`src/logic/adc_lane_config.svh`:
```
`ifndef ADC_LANE_CONFIG_SVH
`define ADC_LANE_CONFIG_SVH

// bits in one adc sample
`define ADC_SAMPLE_W 10

// bits per lane per lclk_d4 cycle
`define ADC_NIBBLE_W 4

// lclk_d4 cycles in one two-sample frame pair (2 x 10 bits / 4)
`define ADC_SLOTS 5

// fifo entries, keep it a power of two
`define ADC_FIFO_DEPTH 16

`endif

```
`src/logic/adc_lane_pkg.sv`:
```
`include "adc_lane_config.svh"

package adc_lane_pkg;

  // position of the current nibble inside a frame pair, 0 .. ADC_SLOTS-1
  typedef logic [$clog2(`ADC_SLOTS)-1:0] slot_t;

  // both samples of one frame pair on a single lane
  typedef struct packed {
    logic [`ADC_SAMPLE_W-1:0] d0; // first sample, arrives in slots 0..2
    logic [`ADC_SAMPLE_W-1:0] d1; // second sample, slots 2..4
  } lane_words_t;

  // one 16 bit output word of the fifo
  typedef struct packed {
    logic                     tag;    // stream id, 0 = adc0 and 1 = adc1
    logic [14-`ADC_SAMPLE_W:0] pad;   // zero fill up to 16 bits
    logic [`ADC_SAMPLE_W-1:0] sample;
  } fifo_half_t;

  // one stored entry, adc0 sits in the upper half and is read out first
  typedef struct packed {
    fifo_half_t first;  // adc0
    fifo_half_t second; // adc1
  } fifo_entry_t;

endpackage

```
`src/logic/frame_aligner.sv`:
```
`timescale 1ns/1ps
`include "adc_lane_config.svh"

module frame_aligner (
  input  logic                     lclk_d4,
  input  logic                     rst_n,
  input  logic                     sync,
  input  logic [`ADC_NIBBLE_W-1:0] fclk4b,       // deserialized frame clock
  output adc_lane_pkg::slot_t      slot,
  output logic                     word_we,      // one cycle strobe per finished word
  output logic                     word_sel,     // 0 = d0 finished, 1 = d1 finished
  output logic [31:0]              fclk_err_cnt
);
  import adc_lane_pkg::*;

  // legal frame clock sequence, one nibble per cycle
  localparam logic [`ADC_NIBBLE_W-1:0] FCLK_S0 = 4'b1111; // frame start
  localparam logic [`ADC_NIBBLE_W-1:0] FCLK_S1 = 4'b0001;
  localparam logic [`ADC_NIBBLE_W-1:0] FCLK_S2 = 4'b1100;
  localparam logic [`ADC_NIBBLE_W-1:0] FCLK_S3 = 4'b0111;
  localparam logic [`ADC_NIBBLE_W-1:0] FCLK_S4 = 4'b0000; // last nibble of a pair

  localparam slot_t LAST_SLOT = slot_t'(`ADC_SLOTS - 1);
  localparam slot_t D0_SLOT   = slot_t'(2); // d0 bits 9:8 land here

  logic [`ADC_NIBBLE_W-1:0] fclk_q;    // registered nibble
  logic [`ADC_NIBBLE_W-1:0] fclk_prev; // the one before it
  logic [1:0]               fclk_vld;  // [0] fclk_q sampled, [1] fclk_prev sampled
  logic [`ADC_NIBBLE_W-1:0] exp_prev;  // required predecessor of fclk_q
  logic                     legal;
  logic                     fclk_bad;
  logic                     waiting;   // hunting for the end of a frame

  always_ff @(posedge lclk_d4) begin
    fclk_q    <= fclk4b;
    fclk_prev <= fclk_q;
  end

  // predecessor lookup
  always_comb begin
    legal    = 1'b1;
    exp_prev = FCLK_S4;
    case (fclk_q)
      FCLK_S0: exp_prev = FCLK_S4; // wraps from the previous pair
      FCLK_S1: exp_prev = FCLK_S0;
      FCLK_S2: exp_prev = FCLK_S1;
      FCLK_S3: exp_prev = FCLK_S2;
      FCLK_S4: exp_prev = FCLK_S3;
      default: legal = 1'b0; // not part of the pattern at all
    endcase
    // an illegal nibble counts by itself, a legal one only for a bad predecessor
    fclk_bad = fclk_vld[0] & (~legal | (fclk_vld[1] & (fclk_prev != exp_prev)));
  end

  always_ff @(posedge lclk_d4) begin
    if (!rst_n) begin
      fclk_vld     <= 2'b00;
      fclk_err_cnt <= '0;
    end else begin
      fclk_vld <= {fclk_vld[0], 1'b1};
      if (fclk_bad) begin
        fclk_err_cnt <= fclk_err_cnt + 32'd1;
      end
    end
  end

  // slot counter, sync restarts the hunt like reset does
  always_ff @(posedge lclk_d4) begin
    if (!rst_n || sync) begin
      waiting  <= 1'b1;
      slot     <= '0;
      word_we  <= 1'b0;
      word_sel <= 1'b0;
    end else begin
      word_we <= ~waiting & ((slot == D0_SLOT) | (slot == LAST_SLOT));
      if (slot == D0_SLOT) begin
        word_sel <= 1'b0;
      end else if (slot == LAST_SLOT) begin
        word_sel <= 1'b1;
      end
      if (waiting) begin
        // slot stays at 0, so the next nibble lands in slot 0
        if (fclk4b == FCLK_S4) begin
          waiting <= 1'b0;
        end
      end else begin
        slot <= (slot == LAST_SLOT) ? slot_t'(0) : slot_t'(slot + slot_t'(1)); // free running
      end
    end
  end

endmodule

```
`src/logic/lane_deserializer.sv`:
```
`timescale 1ns/1ps
`include "adc_lane_config.svh"

module lane_deserializer (
  input  logic                     lclk_d4,
  input  logic [`ADC_NIBBLE_W-1:0] din4b,  // one lane, lsb first
  input  adc_lane_pkg::slot_t      slot,
  output adc_lane_pkg::lane_words_t words
);

  // two 10 bit words span five 4 bit nibbles
  // slot 2 is shared by the tail of d0 and the head of d1
  //
  //   slot   0       1       2           3       4
  //   bits   d0[3:0] d0[7:4] d0[9:8]     d1[5:2] d1[9:6]
  //                          d1[1:0]

  always_ff @(posedge lclk_d4) begin
    case (slot)
      3'd0: begin
        words.d0[3:0] <= din4b; // start of the pair
      end
      3'd1: begin
        words.d0[7:4] <= din4b;
      end
      3'd2: begin
        words.d0[9:8] <= din4b[1:0]; // d0 complete after this edge
        words.d1[1:0] <= din4b[3:2]; // d1 starts in the same nibble
      end
      3'd3: begin
        words.d1[5:2] <= din4b;
      end
      3'd4: begin
        words.d1[9:6] <= din4b; // d1 complete
      end
      default: begin
        words <= words; // slot never gets here
      end
    endcase
  end

endmodule

```
`src/logic/sample_fifo.sv`:
```
`timescale 1ns/1ps
`include "adc_lane_config.svh"

module sample_fifo (
  input  logic                      lclk_d4,
  input  logic                      rst_n,
  input  adc_lane_pkg::lane_words_t lane0,
  input  adc_lane_pkg::lane_words_t lane1,
  input  logic                      word_we,  // from the aligner
  input  logic                      word_sel, // 0 = d0, 1 = d1
  input  logic                      wr_en,    // external write gate
  input  logic                      rd_en,    // one half per pulse
  output logic [`ADC_SAMPLE_W-1:0]  dout,
  output logic                      sync_out, // tag of the half on dout
  output logic                      empty
);
  import adc_lane_pkg::*;

  localparam int DEPTH = `ADC_FIFO_DEPTH;
  localparam int AW    = $clog2(DEPTH);
  localparam logic [AW:0] FULL_CNT = (AW+1)'(DEPTH);

  fifo_entry_t mem [DEPTH];
  fifo_entry_t wr_entry;
  fifo_entry_t head;      // entry at the read pointer
  fifo_half_t  head_half; // half selected for output
  logic [AW-1:0] wr_ptr;
  logic [AW-1:0] rd_ptr;
  logic [AW:0]   count;   // stored entries
  logic          half_sel; // 0 = first half of head, 1 = second
  logic          full;
  logic          do_wr;
  logic          do_rd;
  logic          pop;

  // pair the matching words of both lanes
  always_comb begin
    wr_entry              = '0; // pad bits stay zero
    wr_entry.first.tag    = 1'b0;
    wr_entry.first.sample = word_sel ? lane0.d1 : lane0.d0;
    wr_entry.second.tag    = 1'b1;
    wr_entry.second.sample = word_sel ? lane1.d1 : lane1.d0;
  end

  assign full  = (count == FULL_CNT);
  assign empty = (count == '0);
  assign do_wr = word_we & wr_en & ~full; // no back pressure, excess is lost
  assign do_rd = rd_en & ~empty;
  assign pop   = do_rd & half_sel;        // second half read frees the entry

  always_ff @(posedge lclk_d4) begin
    if (do_wr) begin
      mem[wr_ptr] <= wr_entry;
    end
  end

  always_ff @(posedge lclk_d4) begin
    if (!rst_n) begin
      wr_ptr   <= '0;
      rd_ptr   <= '0;
      count    <= '0;
      half_sel <= 1'b0;
    end else begin
      if (do_wr) begin
        wr_ptr <= wr_ptr + AW'(1); // wraps at DEPTH
      end
      if (do_rd) begin
        half_sel <= ~half_sel;
      end
      if (pop) begin
        rd_ptr <= rd_ptr + AW'(1);
      end
      case ({do_wr, pop})
        2'b10:   count <= count + (AW+1)'(1);
        2'b01:   count <= count - (AW+1)'(1);
        default: count <= count; // none, or one in and one out
      endcase
    end
  end

  // first word fall through
  assign head      = mem[rd_ptr];
  assign head_half = half_sel ? head.second : head.first;
  assign dout      = head_half.sample;
  assign sync_out  = head_half.tag;

endmodule

```
`src/logic/adc_lane_unit.sv`:
```
`timescale 1ns/1ps
`include "adc_lane_config.svh"

module adc_lane_unit (
  input  logic                       lclk_d4,
  input  logic                       rst_n,
  input  logic                       sync,         // realign request
  input  logic                       wr_en,
  input  logic                       rd_en,
  input  logic [`ADC_NIBBLE_W-1:0]   fclk4b,       // deserialized frame clock
  input  logic [2*`ADC_NIBBLE_W-1:0] din4b,        // lane1 high, lane0 low
  output logic [31:0]                fclk_err_cnt,
  output logic [`ADC_SAMPLE_W-1:0]   dout,
  output logic                       sync_out,
  output logic                       empty
);
  import adc_lane_pkg::*;

  slot_t       slot;
  logic        word_we;
  logic        word_sel;
  lane_words_t lane0_words;
  lane_words_t lane1_words;

  // frame tracking and word timing
  frame_aligner u_aligner (
    .lclk_d4      (lclk_d4),
    .rst_n        (rst_n),
    .sync         (sync),
    .fclk4b       (fclk4b),
    .slot         (slot),
    .word_we      (word_we),
    .word_sel     (word_sel),
    .fclk_err_cnt (fclk_err_cnt)
  );

  lane_deserializer lane0 (
    .lclk_d4 (lclk_d4),
    .din4b   (din4b[`ADC_NIBBLE_W-1:0]), // adc0 stream
    .slot    (slot),
    .words   (lane0_words)
  );

  lane_deserializer lane1 (
    .lclk_d4 (lclk_d4),
    .din4b   (din4b[2*`ADC_NIBBLE_W-1:`ADC_NIBBLE_W]), // adc1 stream
    .slot    (slot),
    .words   (lane1_words)
  );

  sample_fifo u_fifo (
    .lclk_d4  (lclk_d4),
    .rst_n    (rst_n),
    .lane0    (lane0_words),
    .lane1    (lane1_words),
    .word_we  (word_we),
    .word_sel (word_sel),
    .wr_en    (wr_en),
    .rd_en    (rd_en),
    .dout     (dout),
    .sync_out (sync_out),
    .empty    (empty)
  );

endmodule

```
`config.mk`:
```
export PLATFORM = sky130hd
export DESIGN_NAME = adc_lane_unit
export DESIGN_NICKNAME = d
export VERILOG_FILES = /design/src/logic/adc_lane_pkg.sv /design/src/logic/frame_aligner.sv /design/src/logic/lane_deserializer.sv /design/src/logic/sample_fifo.sv /design/src/logic/adc_lane_unit.sv
export VERILOG_INCLUDE_DIRS = /design/src /design/src/logic
export SDC_FILE = /design/constraint.sdc
export NUM_CORES = 1
export LEC_CHECK = 0
export BUFFER_PORTS_ARGS = -buffer_cell sky130_fd_sc_hd__buf_2
export CAP_MARGIN = 20
export CORE_ASPECT_RATIO = 0.75
export CORE_UTILIZATION = 35
export CTS_CLUSTER_DIAMETER = 50
export DETAILED_ROUTE_END_ITERATION = 8
export PLACE_DENSITY = 0.49
export SLEW_MARGIN = 20
export SYNTH_ARGS = -nofsm -noshare
export SYNTH_HDL_FRONTEND = slang
export SYNTH_SLANG_ARGS = --single-unit
```
`constraint.sdc`:
```
create_clock -name lclk_d4 -period 7.3 [get_ports lclk_d4]
set_input_delay 0.365 -clock lclk_d4 [delete_from_list [all_inputs] [get_ports lclk_d4]]
set_output_delay 0.365 -clock lclk_d4 [all_outputs]
set_load 0.03 [all_outputs]
```
**Yosys cells after proc, flatten, opt, wreduce, memory -nomap -nowiden**

Memory sizes are Yosys's and may differ from the RTL's. A register that Yosys moved wholly into a read port is not among the register bits.
Cells that the tools add are included.

- Register bits: 102
- Bits in latches: 0
- Bits in writable memories: 320
- Memory bits (read-only): 0
- Output and inout bits: 44
- Logic and storage cells: 81
- Memories kept: 1

- Add/subtract/negate cells: 6
- $mul: 0
- Div/mod/pow operators: 0
- Order comparisons: 0
- Eq/ne operators: 12
- Shift operators: 0
- Muxes and demuxes: 14
- Bitwise gates (word level): 14
- Reduce and logical (&&, ||, !) cells: 9

Memory list:

| name | words | width | read ports | clocked after memory_dff | wr ports | RTL line | text |
|---|---|---|---|---|---|---|---|
| u_fifo.mem | 16 | 20 | 1 | 1 | 1 | sample_fifo.sv:23 | `fifo_entry_t mem [DEPTH];` |

Operators by type and width:

| cell | count |
|---|---|
| $add 32x1->32 const B | 1 |
| $mux 10 | 2 |
| $mux 16 | 1 |
| $pmux 4 s4 | 1 |
| $pmux 5 s2 | 1 |
| $add 4x1->4 const B | 2 |
| $eq 4x4->1 const B | 2 |
| $logic_not 4->1 | 2 |
| $mux 4 | 2 |
| $and 1x1->1 | 7 |
| $eq 3x2->1 const B | 2 |
| $mux 1 | 6 |
| $add 5x1->5 const B | 1 |
| $eq 5x5->1 const B | 1 |
| $logic_not 5->1 | 1 |
| $not 1->1 | 5 |
| $reduce_or 5->1 | 1 |
| $sub 5x1->5 const B | 1 |
| $eq 4x1->1 const B | 1 |
| $eq 4x3->1 const B | 1 |
| $ne 4x4->1 | 1 |
| $add 3x1->3 const B | 1 |
| $eq 3x1->1 const B | 1 |
| $eq 3x3->1 const B | 1 |
| other kinds (9) | 10 |

**Longest topological paths before layout**

- Depth in word-level cells: 6
- Depth in mapped cells: 15
- Mapped depth without buffers: 12

**Hierarchy**

A second synthesis with hierarchy kept.

- Cells, all modules: 1,013
- Area total of the unflattened synthesis: 16,839.9 um2

Modules (own cells, without submodules):

| module | times used | cells an instance | area an instance (um2) | sequential area each (um2) |
|---|---|---|---|---|
| sample_fifo | 1 | 723 | 13,432.9 | 9,969.6 |
| frame_aligner | 1 | 240 | 2,130.8 | 960.9 |
| lane_deserializer | 2 | 25 | 638.1 | 600.6 |

**Worst setup path before layout**

OpenSTA, ideal clock, no wires.

- Path type: register to register
- From: reg u_fifo.count[1]
- To: mem u_fifo.mem[3][0] (netlist bit) (enable)
- Arrival: 2,685 ps
- Path slack: 4,193 ps
- Cell stages (with the launch flop): 6
- Cells stage by stage: dfxtp_1 -> clkbuf_1 -> nor4_1 -> a21oi_1 -> nand2_1 -> nor3_1

- Longest elaborated chain between the ends: 5

RTL lines:

| what | RTL line | text |
|---|---|---|
| from (decl) | sample_fifo.sv:29 | `logic [AW:0] count;` |
| from (signal assigned) | sample_fifo.sv:74 | `2'b10: count <= count + (AW+1)'(1);` |
| from (signal assigned) | sample_fifo.sv:75 | `2'b01: count <= count - (AW+1)'(1);` |
| from (signal assigned) | sample_fifo.sv:76 | `default: count <= count;` |
| $eq 5x5->1 | sample_fifo.sv:45 | `assign full = (count == FULL_CNT);` |
| $not 1->1 | sample_fifo.sv:47 | `assign do_wr = word_we & wr_en & ~full;` |
| $and 1x1->1 | sample_fifo.sv:47 |  |
| $mux 1 | sample_fifo.sv:52 | `if (do_wr) begin` |
| $mux 1 (not written as such) | sample_fifo.sv:53 | `mem[wr_ptr] <= wr_entry;` |
| to (decl) | sample_fifo.sv:23 |  |

Every way passes these cells.

==> flow_metrics.env <==
export IMPL_setup_tns_ns=0
export IMPL_ys_flop_type="edfxtp_1"
export IMPL_clock_tree_root_cell="clkbuf_16"
export IMPL_routedWlPerCell_microns=23.2
export IMPL_layout_commonest_cell="edfxtp_1"
export IMPL_drc=0
export IMPL_nFillCells=4276
export IMPL_drt_iter0_markers=691
export IMPL_fin_cells=1661
export IMPL_required_ns=6.93
export IMPL_skew_ns=0.0248
export IMPL_clock_sinks=426
export IMPL_gp_congestion=0.758
export IMPL_seq_area_frac_synth_pct=72.4
export IMPL_cts_made_buffers=48
export IMPL_synth_ff_latch_count=426
export IMPL_num_io_pins=61
export IMPL_grt_pass1_wl_mm=57.1
export IMPL_grt_ovfl_total=0
export IMPL_synth_fp_nets=921
export IMPL_post_dp_hpwl_mm=22.4
export IMPL_crit_cells=5
export IMPL_start_util_pct=35.4
export IMPL_p_per_area_nw_per_um2=265
export IMPL_hold_slack_ns=0.0511
export IMPL_cellLeakagePower_nw=6.33
export IMPL_hold_viol=0
export IMPL_final_cell_mix="edfxtp_1, mux4_2, dfxtp_1, buf_2, clkbuf_16"
export IMPL_antenna_found_initial=1
export IMPL_crit_top_cell="mux4_2"
export IMPL_yosys_top_cells_area="edfxtp_1, mux4_2, dfxtp_1, mux2_2, nor2_1"
export IMPL_die_x_microns=255
export IMPL_drtPass1Iterations=4
export IMPL_rows=69
export IMPL_ant_nets=0
export IMPL_avgViaCountPerCell=5.03
export IMPL_worstMarginPinSlew_ns=1.05
export IMPL_synthCells=890
export IMPL_clock_insertion_delay_worst_skew_ns=0.57
export IMPL_cp_slowest_stage_delay_ns=0.95
export IMPL_setup_viol=0
export IMPL_multi_input_area_sq_um=4410
export IMPL_post_route_min_period_ns=4.30
export IMPL_synth_cell_types=43
export IMPL_dieArea_sq_um=48700
export IMPL_r2r_cells=5
export IMPL_h_tree_depth=2
export IMPL_path_class="reg2out"
export IMPL_syn2layout_area_growth_pct=16.9
export IMPL_yosys_warnings=0
export IMPL_fin_crit_sh_pct=58.9
export IMPL_vias=8354
export IMPL_grt_pass1_vias=8486
export IMPL_grt_max_degree=71
export IMPL_wl_mm=38.5
export IMPL_cts_tree="done"
export IMPL_rsz0062_at_grt="no"
export IMPL_status="finished, final reports clean"
export IMPL_design_area_sq_um=19600
export IMPL_synth_area_sq_um=16700
export IMPL_post_synth_top_area_cell="edfxtp_1"
export IMPL_cts_reportedPaths_clkPinSlew_ns=0.06
export IMPL_synth_top_area_share_pct=64.5
export IMPL_worst_setup_path_start_kind="flop"
export IMPL_critPathBufInv=2
export IMPL_crit_family="multiplexers"
export IMPL_endpoint_kind="primary output"
export IMPL_max_freq_mhz=232
export IMPL_place_area_sq_um=17900
export IMPL_async_reset_ff_share_pct=0
export IMPL_worst_ir_drop_vdd_mv=0.161
export IMPL_synth_edf_count=360
export IMPL_slew_headroom_pct=30.0
export IMPL_cpMaxStageDelayCell="dfxtp_4"
export IMPL_crit_chain="buf_4 > mux4_2 > mux4_2 > mux2_2 > buf_2"
export IMPL_dp_cells=1567
export IMPL_drv_slew=0
export IMPL_numPortBuffers=60
export IMPL_drive_above_1_share_pct=30.5
export IMPL_dieHeight_microns=191
export IMPL_final_seq_area_sq_um=12100
export IMPL_final_net_count=1015
export IMPL_final_core_util_pct=41.4
export IMPL_path_max_fanout=42
export IMPL_design_core_area_sq_um=47300
export IMPL_cts_buffer_depth=3
export IMPL_worstHoldPathCells=1
export IMPL_holdCritPathClass="in2reg"
export IMPL_grt_total_usage_pct=16.4
export IMPL_synth_avg_cell_area_sq_um=18.8
export IMPL_post_cts_buffers=0
export IMPL_critical_path_arrival_ns=3.94
export IMPL_drv_cap=0
## cell type report
type,instances,area share (%)
multi-input cells,406,22.5
clock buffers,64,6.66
diodes,1,0.0128
inverters,15,0.294
well taps,639,4.08
flip-flops and latches,426,62.0
clock inverters,23,1.72
repair buffers,87,2.72
## worst paths after layout
path | start | end | slack [ns]
worst min-delay path | din4b[1] | lane0.words[11] | 0.05
worst min register to register | u_aligner.fclk_q[0] | u_aligner.fclk_prev[0] | 0.38
worst max register to register | u_fifo.count[1] | u_fifo.mem[15][15] | 4.26
worst max-delay path | flop | dout[1] | 3.00
## Yosys cell counts, types with 9 or more instances
| master | instances |
|---|---|
| inv_1 | 14 |
| clkbuf_1 | 30 |
| nor3_1 | 10 |
| ha_1 | 14 |
| xnor2_1 | 13 |
| nand2b_1 | 20 |
| dfxtp_1 | 66 |
| a21oi_1 | 19 |
| nor2_1 | 50 |
| nand2_1 | 33 |
| mux4_2 | 100 |
| mux2i_1 | 18 |
| and3_1 | 11 |
| buf_4 | 9 |
| edfxtp_1 | 360 |
| mux2_2 | 30 |
| nand4_1 | 16 |
## layer usage
metal	part of all wire, %	GRT usage (%)	vias to the layer above	routed length (microns)
li1	-	-	3745	-
met1	47	23.6	4402	18100
met2	47	25.6	160	18200
met3	4.3	2.90	47	1650
met4	1.6	4.70	0	634
met5	0	0	-	0
## worst reg2reg max path: stages (launching register included)
cell and delay (ns):
dfxtp_1 0.43, nor4_1 0.12, a21oi_1 0.57, nand2_1 0.35, nor2_2 0.83, buf_4 0.42
## sequential cells by signal, indices dropped and copies added (netlist names), named ones only
| register | count |
|---|---|
| u_fifo.mem | 320 |
| u_aligner.fclk_err_cnt | 32 |
| lane0.words | 20 |
| lane1.words | 20 |
| u_fifo.count | 5 |
| u_aligner.fclk_prev | 4 |
| u_aligner.fclk_q | 4 |
| u_fifo.rd_ptr | 4 |
| u_fifo.wr_ptr | 4 |
| u_aligner.slot | 3 |
| u_aligner.fclk_vld | 2 |
| u_aligner.waiting | 1 |
| u_aligner.word_sel | 1 |
| u_aligner.word_we | 1 |
| u_fifo.half_sel | 1 |
## metrics by stage
stage          setup WS [ns]  power, W
6_report                3.00   0.00519
4_1_cts                 2.83   0.00525
3_5_place_dp            3.47   0.00273
5_1_grt                 2.69   0.00534
2_1_floorplan           4.19   0.00271
3_3_place_gp            3.50   0.00273
## kinds of logic after synthesis
| logic type | after synthesis | share of synthesized area (%) |
|---|---|---|
| multiplexers | 148 | 16.5 |
| flip-flops | 426 | 72.4 |
| buffers and inverters | 58 | 1.53 |
| XOR/XNOR | 21 | 1.10 |
| AO/OA/AOI/OAI | 49 | 2.06 |
| adder cells (fa/ha/maj) | 14 | 1.05 |
| AND/OR/NAND/NOR | 174 | 5.29 |
## power by group
group	switching, W	internal, W	total, W
Clock	0.000964	0.00154	0.00251
Combinational	0.0000383	0.0000143	0.0000527
Sequential	0.00000579	0.00262	0.00263
Total	0.00101	0.00418	0.00519
## repair_timing
action,CTS,global route
resized for setup,0,0
hold buffers,4,0
hold endpoints to repair,4,0
Note: power is estimated with default switching activity, not from simulation.
